<file path="src/cache_axi_pkg.sv">
// cache AXI package: channel structs, request/response bundles and the master ID map
`default_nettype none

package cache_axi_pkg;

    // ----------------------------------------
    // widths and scalar types
    // ----------------------------------------
    localparam int unsigned N_MST  = 3;  // icache, bypass, dcache
    localparam int unsigned ID_W   = 4;
    localparam int unsigned ADDR_W = 32;
    localparam int unsigned DATA_W = 64;

    typedef logic [ID_W-1:0]     id_t;
    typedef logic [ADDR_W-1:0]   addr_t;
    typedef logic [DATA_W-1:0]   data_t;
    typedef logic [DATA_W/8-1:0] strb_t;

    // ----------------------------------------
    // master indices and ID map
    // ----------------------------------------
    typedef logic [1:0] mst_idx_t;

    localparam mst_idx_t MST_DCACHE = 2'd0;  // refill and writeback
    localparam mst_idx_t MST_BYPASS = 2'd1;  // uncached accesses
    localparam mst_idx_t MST_ICACHE = 2'd2;

    localparam id_t        ID_ICACHE        = 4'b0000;
    localparam logic [1:0] ID_BYPASS_PREFIX = 2'b10;  // 10xx, low bits free
    localparam id_t        ID_DCACHE        = 4'b1100;

    // ----------------------------------------
    // channel payloads
    // ----------------------------------------
    typedef struct packed {
        id_t        id;
        addr_t      addr;
        logic [7:0] len;   // beats minus one
        logic [2:0] size;
    } ax_chan_t;           // shared by AR and AW

    typedef struct packed {
        data_t data;
        strb_t strb;
        logic  last;
    } w_chan_t;

    typedef struct packed {
        id_t        id;
        data_t      data;
        logic [1:0] resp;
        logic       last;
    } r_chan_t;

    typedef struct packed {
        id_t        id;
        logic [1:0] resp;
    } b_chan_t;

    // master to slave bundle
    typedef struct packed {
        ax_chan_t ar;
        logic     ar_valid;
        ax_chan_t aw;
        logic     aw_valid;
        w_chan_t  w;
        logic     w_valid;
        logic     r_ready;
        logic     b_ready;
    } axi_req_t;

    // slave to master bundle
    typedef struct packed {
        logic    ar_ready;
        logic    aw_ready;
        logic    w_ready;
        r_chan_t r;
        logic    r_valid;
        b_chan_t b;
        logic    b_valid;
    } axi_rsp_t;

    // owner of a transaction ID, unknown IDs fall to the data cache
    function automatic mst_idx_t id_to_mst(id_t id);
        mst_idx_t mst;
        case (id)
            ID_ICACHE: mst = MST_ICACHE;
            ID_DCACHE: mst = MST_DCACHE;
            default: begin
                if (id[ID_W-1 -: 2] == ID_BYPASS_PREFIX) begin
                    mst = MST_BYPASS;
                end else begin
                    mst = MST_DCACHE;
                end
            end
        endcase
        return mst;
    endfunction

endpackage

`default_nettype wire

</file>
<file path="src/axi_chan_arbiter.sv">
// address channel arbiter: round-robin pick among inputs, grant held until handshake
`default_nettype none

module axi_chan_arbiter #(
    parameter int unsigned N_INP = 3
) (
    input  wire logic                                clk_i,
    input  wire logic                                rst_n_i,
    input  cache_axi_pkg::ax_chan_t [N_INP-1:0]      inp_chan_i,
    input  wire logic               [N_INP-1:0]      inp_valid_i,
    output logic                    [N_INP-1:0]      inp_ready_o,
    output cache_axi_pkg::ax_chan_t                  oup_chan_o,
    output logic                                     oup_valid_o,
    input  wire logic                                oup_ready_i,
    input  wire logic                                block_i      // hold off new grants
);

    localparam int unsigned IDX_W = (N_INP > 1) ? $clog2(N_INP) : 1;

    typedef logic [IDX_W-1:0] idx_t;

    idx_t rr_q;        // first input to look at
    logic lock_q;      // grant pinned during back-pressure
    idx_t lock_idx_q;

    idx_t pick_idx;
    logic pick_found;
    idx_t grant_idx;
    logic grant_valid;
    logic handshake;

    // ----------------------------------------
    // round-robin search from the pointer
    // ----------------------------------------
    always_comb begin : rr_pick
        int idx;
        pick_found = 1'b0;
        pick_idx   = rr_q;
        for (int i = 0; i < int'(N_INP); i++) begin
            idx = (int'(rr_q) + i) % int'(N_INP);
            if (!pick_found && inp_valid_i[idx]) begin
                pick_found = 1'b1;
                pick_idx   = idx_t'(idx);
            end
        end
    end

    assign grant_idx   = lock_q ? lock_idx_q : pick_idx;
    assign grant_valid = lock_q ? inp_valid_i[lock_idx_q] : pick_found;

    assign oup_valid_o = grant_valid & ~block_i;
    assign oup_chan_o  = inp_chan_i[grant_idx];
    assign handshake   = oup_valid_o & oup_ready_i;

    // ready only to the granted input
    always_comb begin
        for (int i = 0; i < int'(N_INP); i++) begin
            inp_ready_o[i] = handshake && (grant_idx == idx_t'(i));
        end
    end

    // ----------------------------------------
    // lock and pointer state
    // ----------------------------------------
    always_ff @(posedge clk_i or negedge rst_n_i) begin
        if (!rst_n_i) begin
            rr_q       <= '0;
            lock_q     <= 1'b0;
            lock_idx_q <= '0;
        end else if (handshake) begin
            lock_q <= 1'b0;
            // move past the winner
            if (grant_idx == idx_t'(N_INP - 1)) begin
                rr_q <= '0;
            end else begin
                rr_q <= grant_idx + idx_t'(1);
            end
        end else if (oup_valid_o) begin
            lock_q     <= 1'b1;  // waiting on ready
            lock_idx_q <= grant_idx;
        end
    end

endmodule

`default_nettype wire

</file>
<file path="src/cache_mem_mux.sv">
// cache memory port mux: joins icache, bypass and dcache AXI masters onto one memory port
`default_nettype none

module cache_mem_mux #(
    parameter int unsigned W_FIFO_DEPTH = 4
) (
    input  wire logic                                        clk_i,
    input  wire logic                                        rst_n_i,
    input  cache_axi_pkg::axi_req_t [cache_axi_pkg::N_MST-1:0] mst_req_i,
    output cache_axi_pkg::axi_rsp_t [cache_axi_pkg::N_MST-1:0] mst_rsp_o,
    output cache_axi_pkg::axi_req_t                          mem_req_o,
    input  cache_axi_pkg::axi_rsp_t                          mem_rsp_i
);

    localparam int unsigned N_MST = cache_axi_pkg::N_MST;

    // per-master views of the address channels
    cache_axi_pkg::ax_chan_t [N_MST-1:0] ar_chan;
    cache_axi_pkg::ax_chan_t [N_MST-1:0] aw_chan;
    logic [N_MST-1:0] ar_valid;
    logic [N_MST-1:0] aw_valid;
    logic [N_MST-1:0] ar_ready;
    logic [N_MST-1:0] aw_ready;

    cache_axi_pkg::ax_chan_t ar_out;
    cache_axi_pkg::ax_chan_t aw_out;
    logic ar_out_valid;
    logic aw_out_valid;

    // W routing
    logic                    w_full;
    logic                    w_sel_valid;
    cache_axi_pkg::mst_idx_t w_sel;
    logic                    w_out_valid;
    logic                    aw_fire;
    logic                    w_last_fire;

    // response routing
    logic [N_MST-1:0] r_valid;
    logic [N_MST-1:0] b_valid;
    logic [N_MST-1:0] r_ready;
    logic [N_MST-1:0] b_ready;
    logic             r_ready_out;
    logic             b_ready_out;

    always_comb begin
        for (int m = 0; m < int'(N_MST); m++) begin
            ar_chan[m]  = mst_req_i[m].ar;
            ar_valid[m] = mst_req_i[m].ar_valid;
            aw_chan[m]  = mst_req_i[m].aw;
            aw_valid[m] = mst_req_i[m].aw_valid;
            r_ready[m]  = mst_req_i[m].r_ready;
            b_ready[m]  = mst_req_i[m].b_ready;
        end
    end

    // ----------------------------------------
    // AR and AW arbitration
    // ----------------------------------------
    axi_chan_arbiter #(
        .N_INP       ( N_MST        )
    ) u_ar_arb (
        .clk_i       ( clk_i        ),
        .rst_n_i     ( rst_n_i      ),
        .inp_chan_i  ( ar_chan      ),
        .inp_valid_i ( ar_valid     ),
        .inp_ready_o ( ar_ready     ),
        .oup_chan_o  ( ar_out       ),
        .oup_valid_o ( ar_out_valid ),
        .oup_ready_i ( mem_rsp_i.ar_ready ),
        .block_i     ( 1'b0         )  // reads need no ordering record
    );

    axi_chan_arbiter #(
        .N_INP       ( N_MST        )
    ) u_aw_arb (
        .clk_i       ( clk_i        ),
        .rst_n_i     ( rst_n_i      ),
        .inp_chan_i  ( aw_chan      ),
        .inp_valid_i ( aw_valid     ),
        .inp_ready_o ( aw_ready     ),
        .oup_chan_o  ( aw_out       ),
        .oup_valid_o ( aw_out_valid ),
        .oup_ready_i ( mem_rsp_i.aw_ready ),
        .block_i     ( w_full       )  // no room to record the owner
    );

    // ----------------------------------------
    // W ordering, AXI4 carries no WID
    // ----------------------------------------
    assign aw_fire     = aw_out_valid & mem_rsp_i.aw_ready;
    assign w_out_valid = w_sel_valid & mst_req_i[w_sel].w_valid;
    assign w_last_fire = w_out_valid & mem_rsp_i.w_ready & mst_req_i[w_sel].w.last;

    w_route_fifo #(
        .W_FIFO_DEPTH  ( W_FIFO_DEPTH )
    ) u_w_route (
        .clk_i         ( clk_i        ),
        .rst_n_i       ( rst_n_i      ),
        .aw_id_i       ( aw_out.id    ),
        .aw_fire_i     ( aw_fire      ),
        .w_last_fire_i ( w_last_fire  ),
        .full_o        ( w_full       ),
        .sel_valid_o   ( w_sel_valid  ),
        .sel_o         ( w_sel        )
    );

    // ----------------------------------------
    // R and B steering by ID
    // ----------------------------------------
    resp_id_router u_r_route (
        .id_i        ( mem_rsp_i.r.id    ),
        .inp_valid_i ( mem_rsp_i.r_valid ),
        .inp_ready_o ( r_ready_out       ),
        .oup_valid_o ( r_valid           ),
        .oup_ready_i ( r_ready           )
    );

    resp_id_router u_b_route (
        .id_i        ( mem_rsp_i.b.id    ),
        .inp_valid_i ( mem_rsp_i.b_valid ),
        .inp_ready_o ( b_ready_out       ),
        .oup_valid_o ( b_valid           ),
        .oup_ready_i ( b_ready           )
    );

    // memory side bundle
    always_comb begin
        mem_req_o.ar       = ar_out;
        mem_req_o.ar_valid = ar_out_valid;
        mem_req_o.aw       = aw_out;
        mem_req_o.aw_valid = aw_out_valid;
        mem_req_o.w        = mst_req_i[w_sel].w;  // head of queue only
        mem_req_o.w_valid  = w_out_valid;
        mem_req_o.r_ready  = r_ready_out;
        mem_req_o.b_ready  = b_ready_out;
    end

    // cache side bundles, payloads broadcast
    always_comb begin
        for (int m = 0; m < int'(N_MST); m++) begin
            mst_rsp_o[m].ar_ready = ar_ready[m];
            mst_rsp_o[m].aw_ready = aw_ready[m];
            mst_rsp_o[m].w_ready  = w_sel_valid && (w_sel == cache_axi_pkg::mst_idx_t'(m))
                                    && mem_rsp_i.w_ready;
            mst_rsp_o[m].r        = mem_rsp_i.r;
            mst_rsp_o[m].r_valid  = r_valid[m];
            mst_rsp_o[m].b        = mem_rsp_i.b;
            mst_rsp_o[m].b_valid  = b_valid[m];
        end
    end

endmodule

`default_nettype wire

</file>
<file path="src/resp_id_router.sv">
// response router: steers one R or B handshake to the master named by the ID
`default_nettype none

module resp_id_router (
    input  cache_axi_pkg::id_t               id_i,
    input  wire logic                        inp_valid_i,
    output logic                             inp_ready_o,
    output logic [cache_axi_pkg::N_MST-1:0]  oup_valid_o,
    input  wire logic [cache_axi_pkg::N_MST-1:0] oup_ready_i
);

    cache_axi_pkg::mst_idx_t sel;

    // 0000 icache, 10xx bypass, 1100 and the rest dcache
    assign sel = cache_axi_pkg::id_to_mst(id_i);

    // ----------------------------------------
    // valid out to one master only
    // ----------------------------------------
    always_comb begin
        for (int m = 0; m < int'(cache_axi_pkg::N_MST); m++) begin
            oup_valid_o[m] = inp_valid_i && (sel == cache_axi_pkg::mst_idx_t'(m));
        end
    end

    // ready back from the selected master
    always_comb begin
        inp_ready_o = 1'b0;
        for (int m = 0; m < int'(cache_axi_pkg::N_MST); m++) begin
            if (sel == cache_axi_pkg::mst_idx_t'(m)) begin
                inp_ready_o = oup_ready_i[m];
            end
        end
    end

endmodule

`default_nettype wire

</file>
<file path="src/w_route_fifo.sv">
// W routing queue: records the owner of each accepted AW and selects the W source
`default_nettype none

module w_route_fifo #(
    parameter int unsigned W_FIFO_DEPTH = 4
) (
    input  wire logic                    clk_i,
    input  wire logic                    rst_n_i,
    input  cache_axi_pkg::id_t           aw_id_i,
    input  wire logic                    aw_fire_i,
    input  wire logic                    w_last_fire_i,
    output logic                         full_o,
    output logic                         sel_valid_o,
    output cache_axi_pkg::mst_idx_t      sel_o
);

    localparam int unsigned PTR_W = (W_FIFO_DEPTH > 1) ? $clog2(W_FIFO_DEPTH) : 1;
    localparam int unsigned CNT_W = $clog2(W_FIFO_DEPTH + 1);

    typedef logic [PTR_W-1:0] ptr_t;
    typedef logic [CNT_W-1:0] cnt_t;

    cache_axi_pkg::mst_idx_t owner_mem [W_FIFO_DEPTH];  // owners in AW order
    ptr_t wr_ptr_q;
    ptr_t rd_ptr_q;
    cnt_t count_q;

    cache_axi_pkg::mst_idx_t aw_owner;
    logic push;
    logic pop;

    // owner of the burst just accepted downstream
    assign aw_owner = cache_axi_pkg::id_to_mst(aw_id_i);

    assign full_o      = (count_q == cnt_t'(W_FIFO_DEPTH));
    assign sel_valid_o = (count_q != '0);
    assign sel_o       = owner_mem[rd_ptr_q];

    assign push = aw_fire_i & ~full_o;       // arbiter already holds AW when full
    assign pop  = w_last_fire_i & sel_valid_o;

    // pointer wrap for any depth
    function automatic ptr_t ptr_next(ptr_t ptr);
        ptr_t nxt;
        if (ptr == ptr_t'(W_FIFO_DEPTH - 1)) begin
            nxt = '0;
        end else begin
            nxt = ptr + ptr_t'(1);
        end
        return nxt;
    endfunction

    // ----------------------------------------
    // storage
    // ----------------------------------------
    always_ff @(posedge clk_i) begin
        if (push) begin
            owner_mem[wr_ptr_q] <= aw_owner;
        end
    end

    // ----------------------------------------
    // pointers and fill level
    // ----------------------------------------
    always_ff @(posedge clk_i or negedge rst_n_i) begin
        if (!rst_n_i) begin
            wr_ptr_q <= '0;
            rd_ptr_q <= '0;
            count_q  <= '0;
        end else begin
            if (push) begin
                wr_ptr_q <= ptr_next(wr_ptr_q);
            end
            if (pop) begin
                rd_ptr_q <= ptr_next(rd_ptr_q);  // last beat of the head burst
            end
            if (push && !pop) begin
                count_q <= count_q + cnt_t'(1);
            end else if (pop && !push) begin
                count_q <= count_q - cnt_t'(1);
            end
        end
    end

endmodule

`default_nettype wire
</file>
<file path="config.mk">
export PLATFORM = sky130hd
export DESIGN_NAME = cache_mem_mux
export DESIGN_NICKNAME = d
export VERILOG_FILES = /design/src/cache_axi_pkg.sv /design/src/axi_chan_arbiter.sv /design/src/cache_mem_mux.sv /design/src/resp_id_router.sv /design/src/w_route_fifo.sv
export SDC_FILE = /design/constraint.sdc
export NUM_CORES = 1
export LEC_CHECK = 0
export BUFFER_PORTS_ARGS = -buffer_cell sky130_fd_sc_hd__buf_2
export CAP_MARGIN = 20
export CORE_AREA = 10 10 389 391
export CTS_CLUSTER_DIAMETER = 60
export DETAILED_ROUTE_END_ITERATION = 8
export DIE_AREA = 0 0 399 401
export HOLD_SLACK_MARGIN = 0.03
export PLACE_DENSITY = 0.3
export RECOVER_POWER = 100
export SLEW_MARGIN = 10
export SYNTH_ARGS = -nofsm -noshare
export SYNTH_HDL_FRONTEND = slang
export SYNTH_SLANG_ARGS = --single-unit
</file>
<file path="constraint.sdc">
create_clock -name clk_i -period 6.56 [get_ports clk_i]
set_input_delay 0.656 -clock clk_i [delete_from_list [all_inputs] [get_ports clk_i]]
set_output_delay 0.656 -clock clk_i [all_outputs]
set_load 0.02 [all_outputs]
</file>
==> results.ini <==
[run_status]
outcome = complete, but fails checks
violations = max-capacitance violations, max-slew violations

[logic_synthesis]
ys_seq_area_frac = 0.0923
async_flop_share = 0.680
yosysTopAreaCell = buf_4
ys_seq_elements = 25
synth_cells = 950
yosysWarnings = 0
ys_top_cells_by_count = 242 x buf_4, 176 x mux2i_1, 130 x nand2_1
synth_edf_count = 8
synth_ff_type = dfrtp_1
syn_nets = 1563
ys_types = 57
synth.area.top_cells = buf_4 25%, mux2i_1 24%, o21ai_0 8.5%, nand2_1 6.8%, dfrtp_1 5.9%
yosysMostFrequentCell = buf_4
syn_area_per_cell_um2 = 7.59
syn_area_um2 = 7210
post-synth-top-area-fraction = 0.252

[critical_path]
critPathCaptureType = output pin
crit_start = u_aw_arb.rr_q[0]
crit_fanout = 27
cp.required_ns = 5.90
arrival_ns = 4.88
startpoint_type = flop
reg2reg_from = u_w_route.rd_ptr_q[0]
critPathKind = flop to output pin

[drt]
vias = 8531
routedWlPerCell_um = 19.2
drc = 0
ant_nets = 0
dr.pass1.iters = 5
avgViaCountPerCell = 2.57
wirelength_um = 63800
drt_iter0_markers = 409

[clocking]
postCtsSetupBuffers = 0
cts_inserted_buffers = 3
cts_resized = 0
cts_buffer_depth = 2
cts_max_level = 1
cts_tree = yes
hold_buffers = 0
root_buffer = clkbuf_16
cts_num_sinks = 25
clk_pin_slew_ns = 0.08
insertion_delay_ns = 0.29

[sta]
whs_ns = 0.516
setup_ws_ns = 1.03
max_freq_ghz = 0.181
clock_skew_ns = 0.0125
drv_slew = 181
rsz0062_at_grt = false
period_share = 0.843
setup_tns_ns = 0
hold_viol = 0
period_minus_slack_ns = 5.53
slew_headroom = -0.401
setup_viol = 0
tightest_slew_ns = 2.10

[job]
max_cap_viol_count = 6

[global_route]
use_met3 = 0.0332
grtUsageTotal = 0.0731
antenna_found_initial = 36
grt_pass1_vias = 9153
grt_pass1_wl_um = 81300
grt_overflow = 0
grtUsageMet2 = 0.131
grt_max_degree = 77
use_met1 = 0.0809
top_usage_layer = met2

[floorplanning]
core_area_um2 = 143000
rows = 139
fp.dieW_um = 399
initial_core_util = 0.0504
io_pins = 1018
dieArea_um2 = 160000
dieHeight_um = 401

[hold_path]
hp-class = flop to flop
min_from = u_ar_arb.rr_q[0]

[layout]
post-route-util = 0.0780
nets = 2031
area_growth_pct = 54.9
stdcell_count = 3324
drive_above_1_share = 0.406

[placement]
dpl.hpwl_um = 58300
placed_cells = 3315
gp_congestion = 0.839
place_ws_ns = 2.34
port_buffers = 741

[power]
power_density_nw_per_um2 = 576
ir_drop_v = 0.000661
leakage_nw = 4.67

## metrics by stage
stage | instance area [um^2] | power [W]
floorplan | 7210 | 0.00442
global placement | 11300 | 0.00667
detailed placement | 11300 | 0.00663
CTS | 11400 | 0.00681
global route | 11200 | 0.00697
finish | 11200 | 0.00643
## logic make-up (layout without fill, tap and decap cells)
family,after synthesis,in the layout,synth area share
adders and majority gates,13,13,0.0236
muxes,185,185,0.262
buffers and inverters,315,782,0.304
xor gates and xnor gates,3,3,0.00364
AOI/OAI and AO/OA,216,216,0.197
other,0,4,0
and+or+nand+nor,193,193,0.118
DFF,25,25,0.0923
## state kept, by name (all words and copies together) (netlist names)
register             count
u_w_route.wr_ptr_q       2
u_w_route.count_q        3
u_aw_arb.lock_q          1
u_ar_arb.lock_idx_q      2
u_aw_arb.lock_idx_q      2
u_aw_arb.rr_q            2
u_ar_arb.lock_q          1
u_w_route.rd_ptr_q       2
u_w_route.owner_mem      8
u_ar_arb.rr_q            2
## worst paths after layout
| path | slack, ns | depth (start not counted) | end |
|---|---|---|---|
| min in group asynchronous | 0.66 | 1 | u_aw_arb.rr_q[1] |
| hold / removal | 0.52 | 1 | u_ar_arb.rr_q[0] |
| setup reg to reg | 1.37 | 10 | u_w_route.count_q[1] |
| setup / recovery | 1.03 | 9 | mem_req_o[110] |
| max in group asynchronous | 5.06 | 1 | u_w_route.count_q[2] |
| hold reg to reg | 0.52 | 1 | u_ar_arb.rr_q[0] |
## power breakdown
group / leakage, nW / switching, W / total [W] / internal, W
sequential: 0.281 / 0.0000749 / 0.000319 / 0.000244
combinational: 4.35 / 0.00418 / 0.00595 / 0.00178
clock: 0.0371 / 0.0000717 / 0.000155 / 0.0000835
total: 4.67 / 0.00432 / 0.00643 / 0.00210
## area by class of cell
| type | count | area (um^2) |
|---|---|---|
| multi-input cells | 610 | 4360 |
| inverters | 17 | 63.8 |
| clock inverters | 1 | 7.51 |
| well taps | 1903 | 2380 |
| diodes | 4 | 10.0 |
| fillers | 17000 | 132000 |
| clock buffers | 3 | 75.1 |
| flip-flops and latches | 25 | 666 |
| repair buffers | 761 | 3610 |
## cells in the final DEF (no fill, tap or decap), types with 3 or more instances in the layout
cell       netlist  layout
nor2b_1          4       4
o22ai_1          3       3
nand2b_1         5       5
o21a_1           3       3
ha_1            12      12
nor3_1           7       7
o21ai_0        123     125
clkbuf_16        0       3
a21o_1           5       5
mux2i_1        176     176
and3_1           6       6
mux2_2           6       6
nor2_1          21      21
o32a_1           3       3
clkbuf_1        29     202
a21oi_1          5       5
o2bb2ai_1       47      47
diode_2          0       4
and3b_1          4       4
buf_4          242      12
nand2_1        130     130
a2bb2oi_1        4       4
inv_1           17      17
edfxtp_1         8       8
nor3b_1          3       3
dfrtp_1         17      17
buf_2           14     546
and2_0           0       4
## worst max-delay path: stages (launching register included)
cell	delay, ns
dfrtp_1	0.43
inv_1	0.08
ha_1	0.43
mux2_1	0.38
a211o_1	0.37
o221ai_4	0.30
clkbuf_1	1.53
mux2i_1	0.20
o21ai_0	0.56
buf_2	0.28
## layer usage
metal | part of all wire | vias to the layer above | wire length [um]
met4 | 0.012 | 7 | 741
li1 | - | 4030 | -
met3 | 0.13 | 66 | 8310
met2 | 0.49 | 707 | 31200
met5 | 0.0023 | - | 147
met1 | 0.37 | 3721 | 23300
Note: power is estimated with default switching activity, not from simulation.
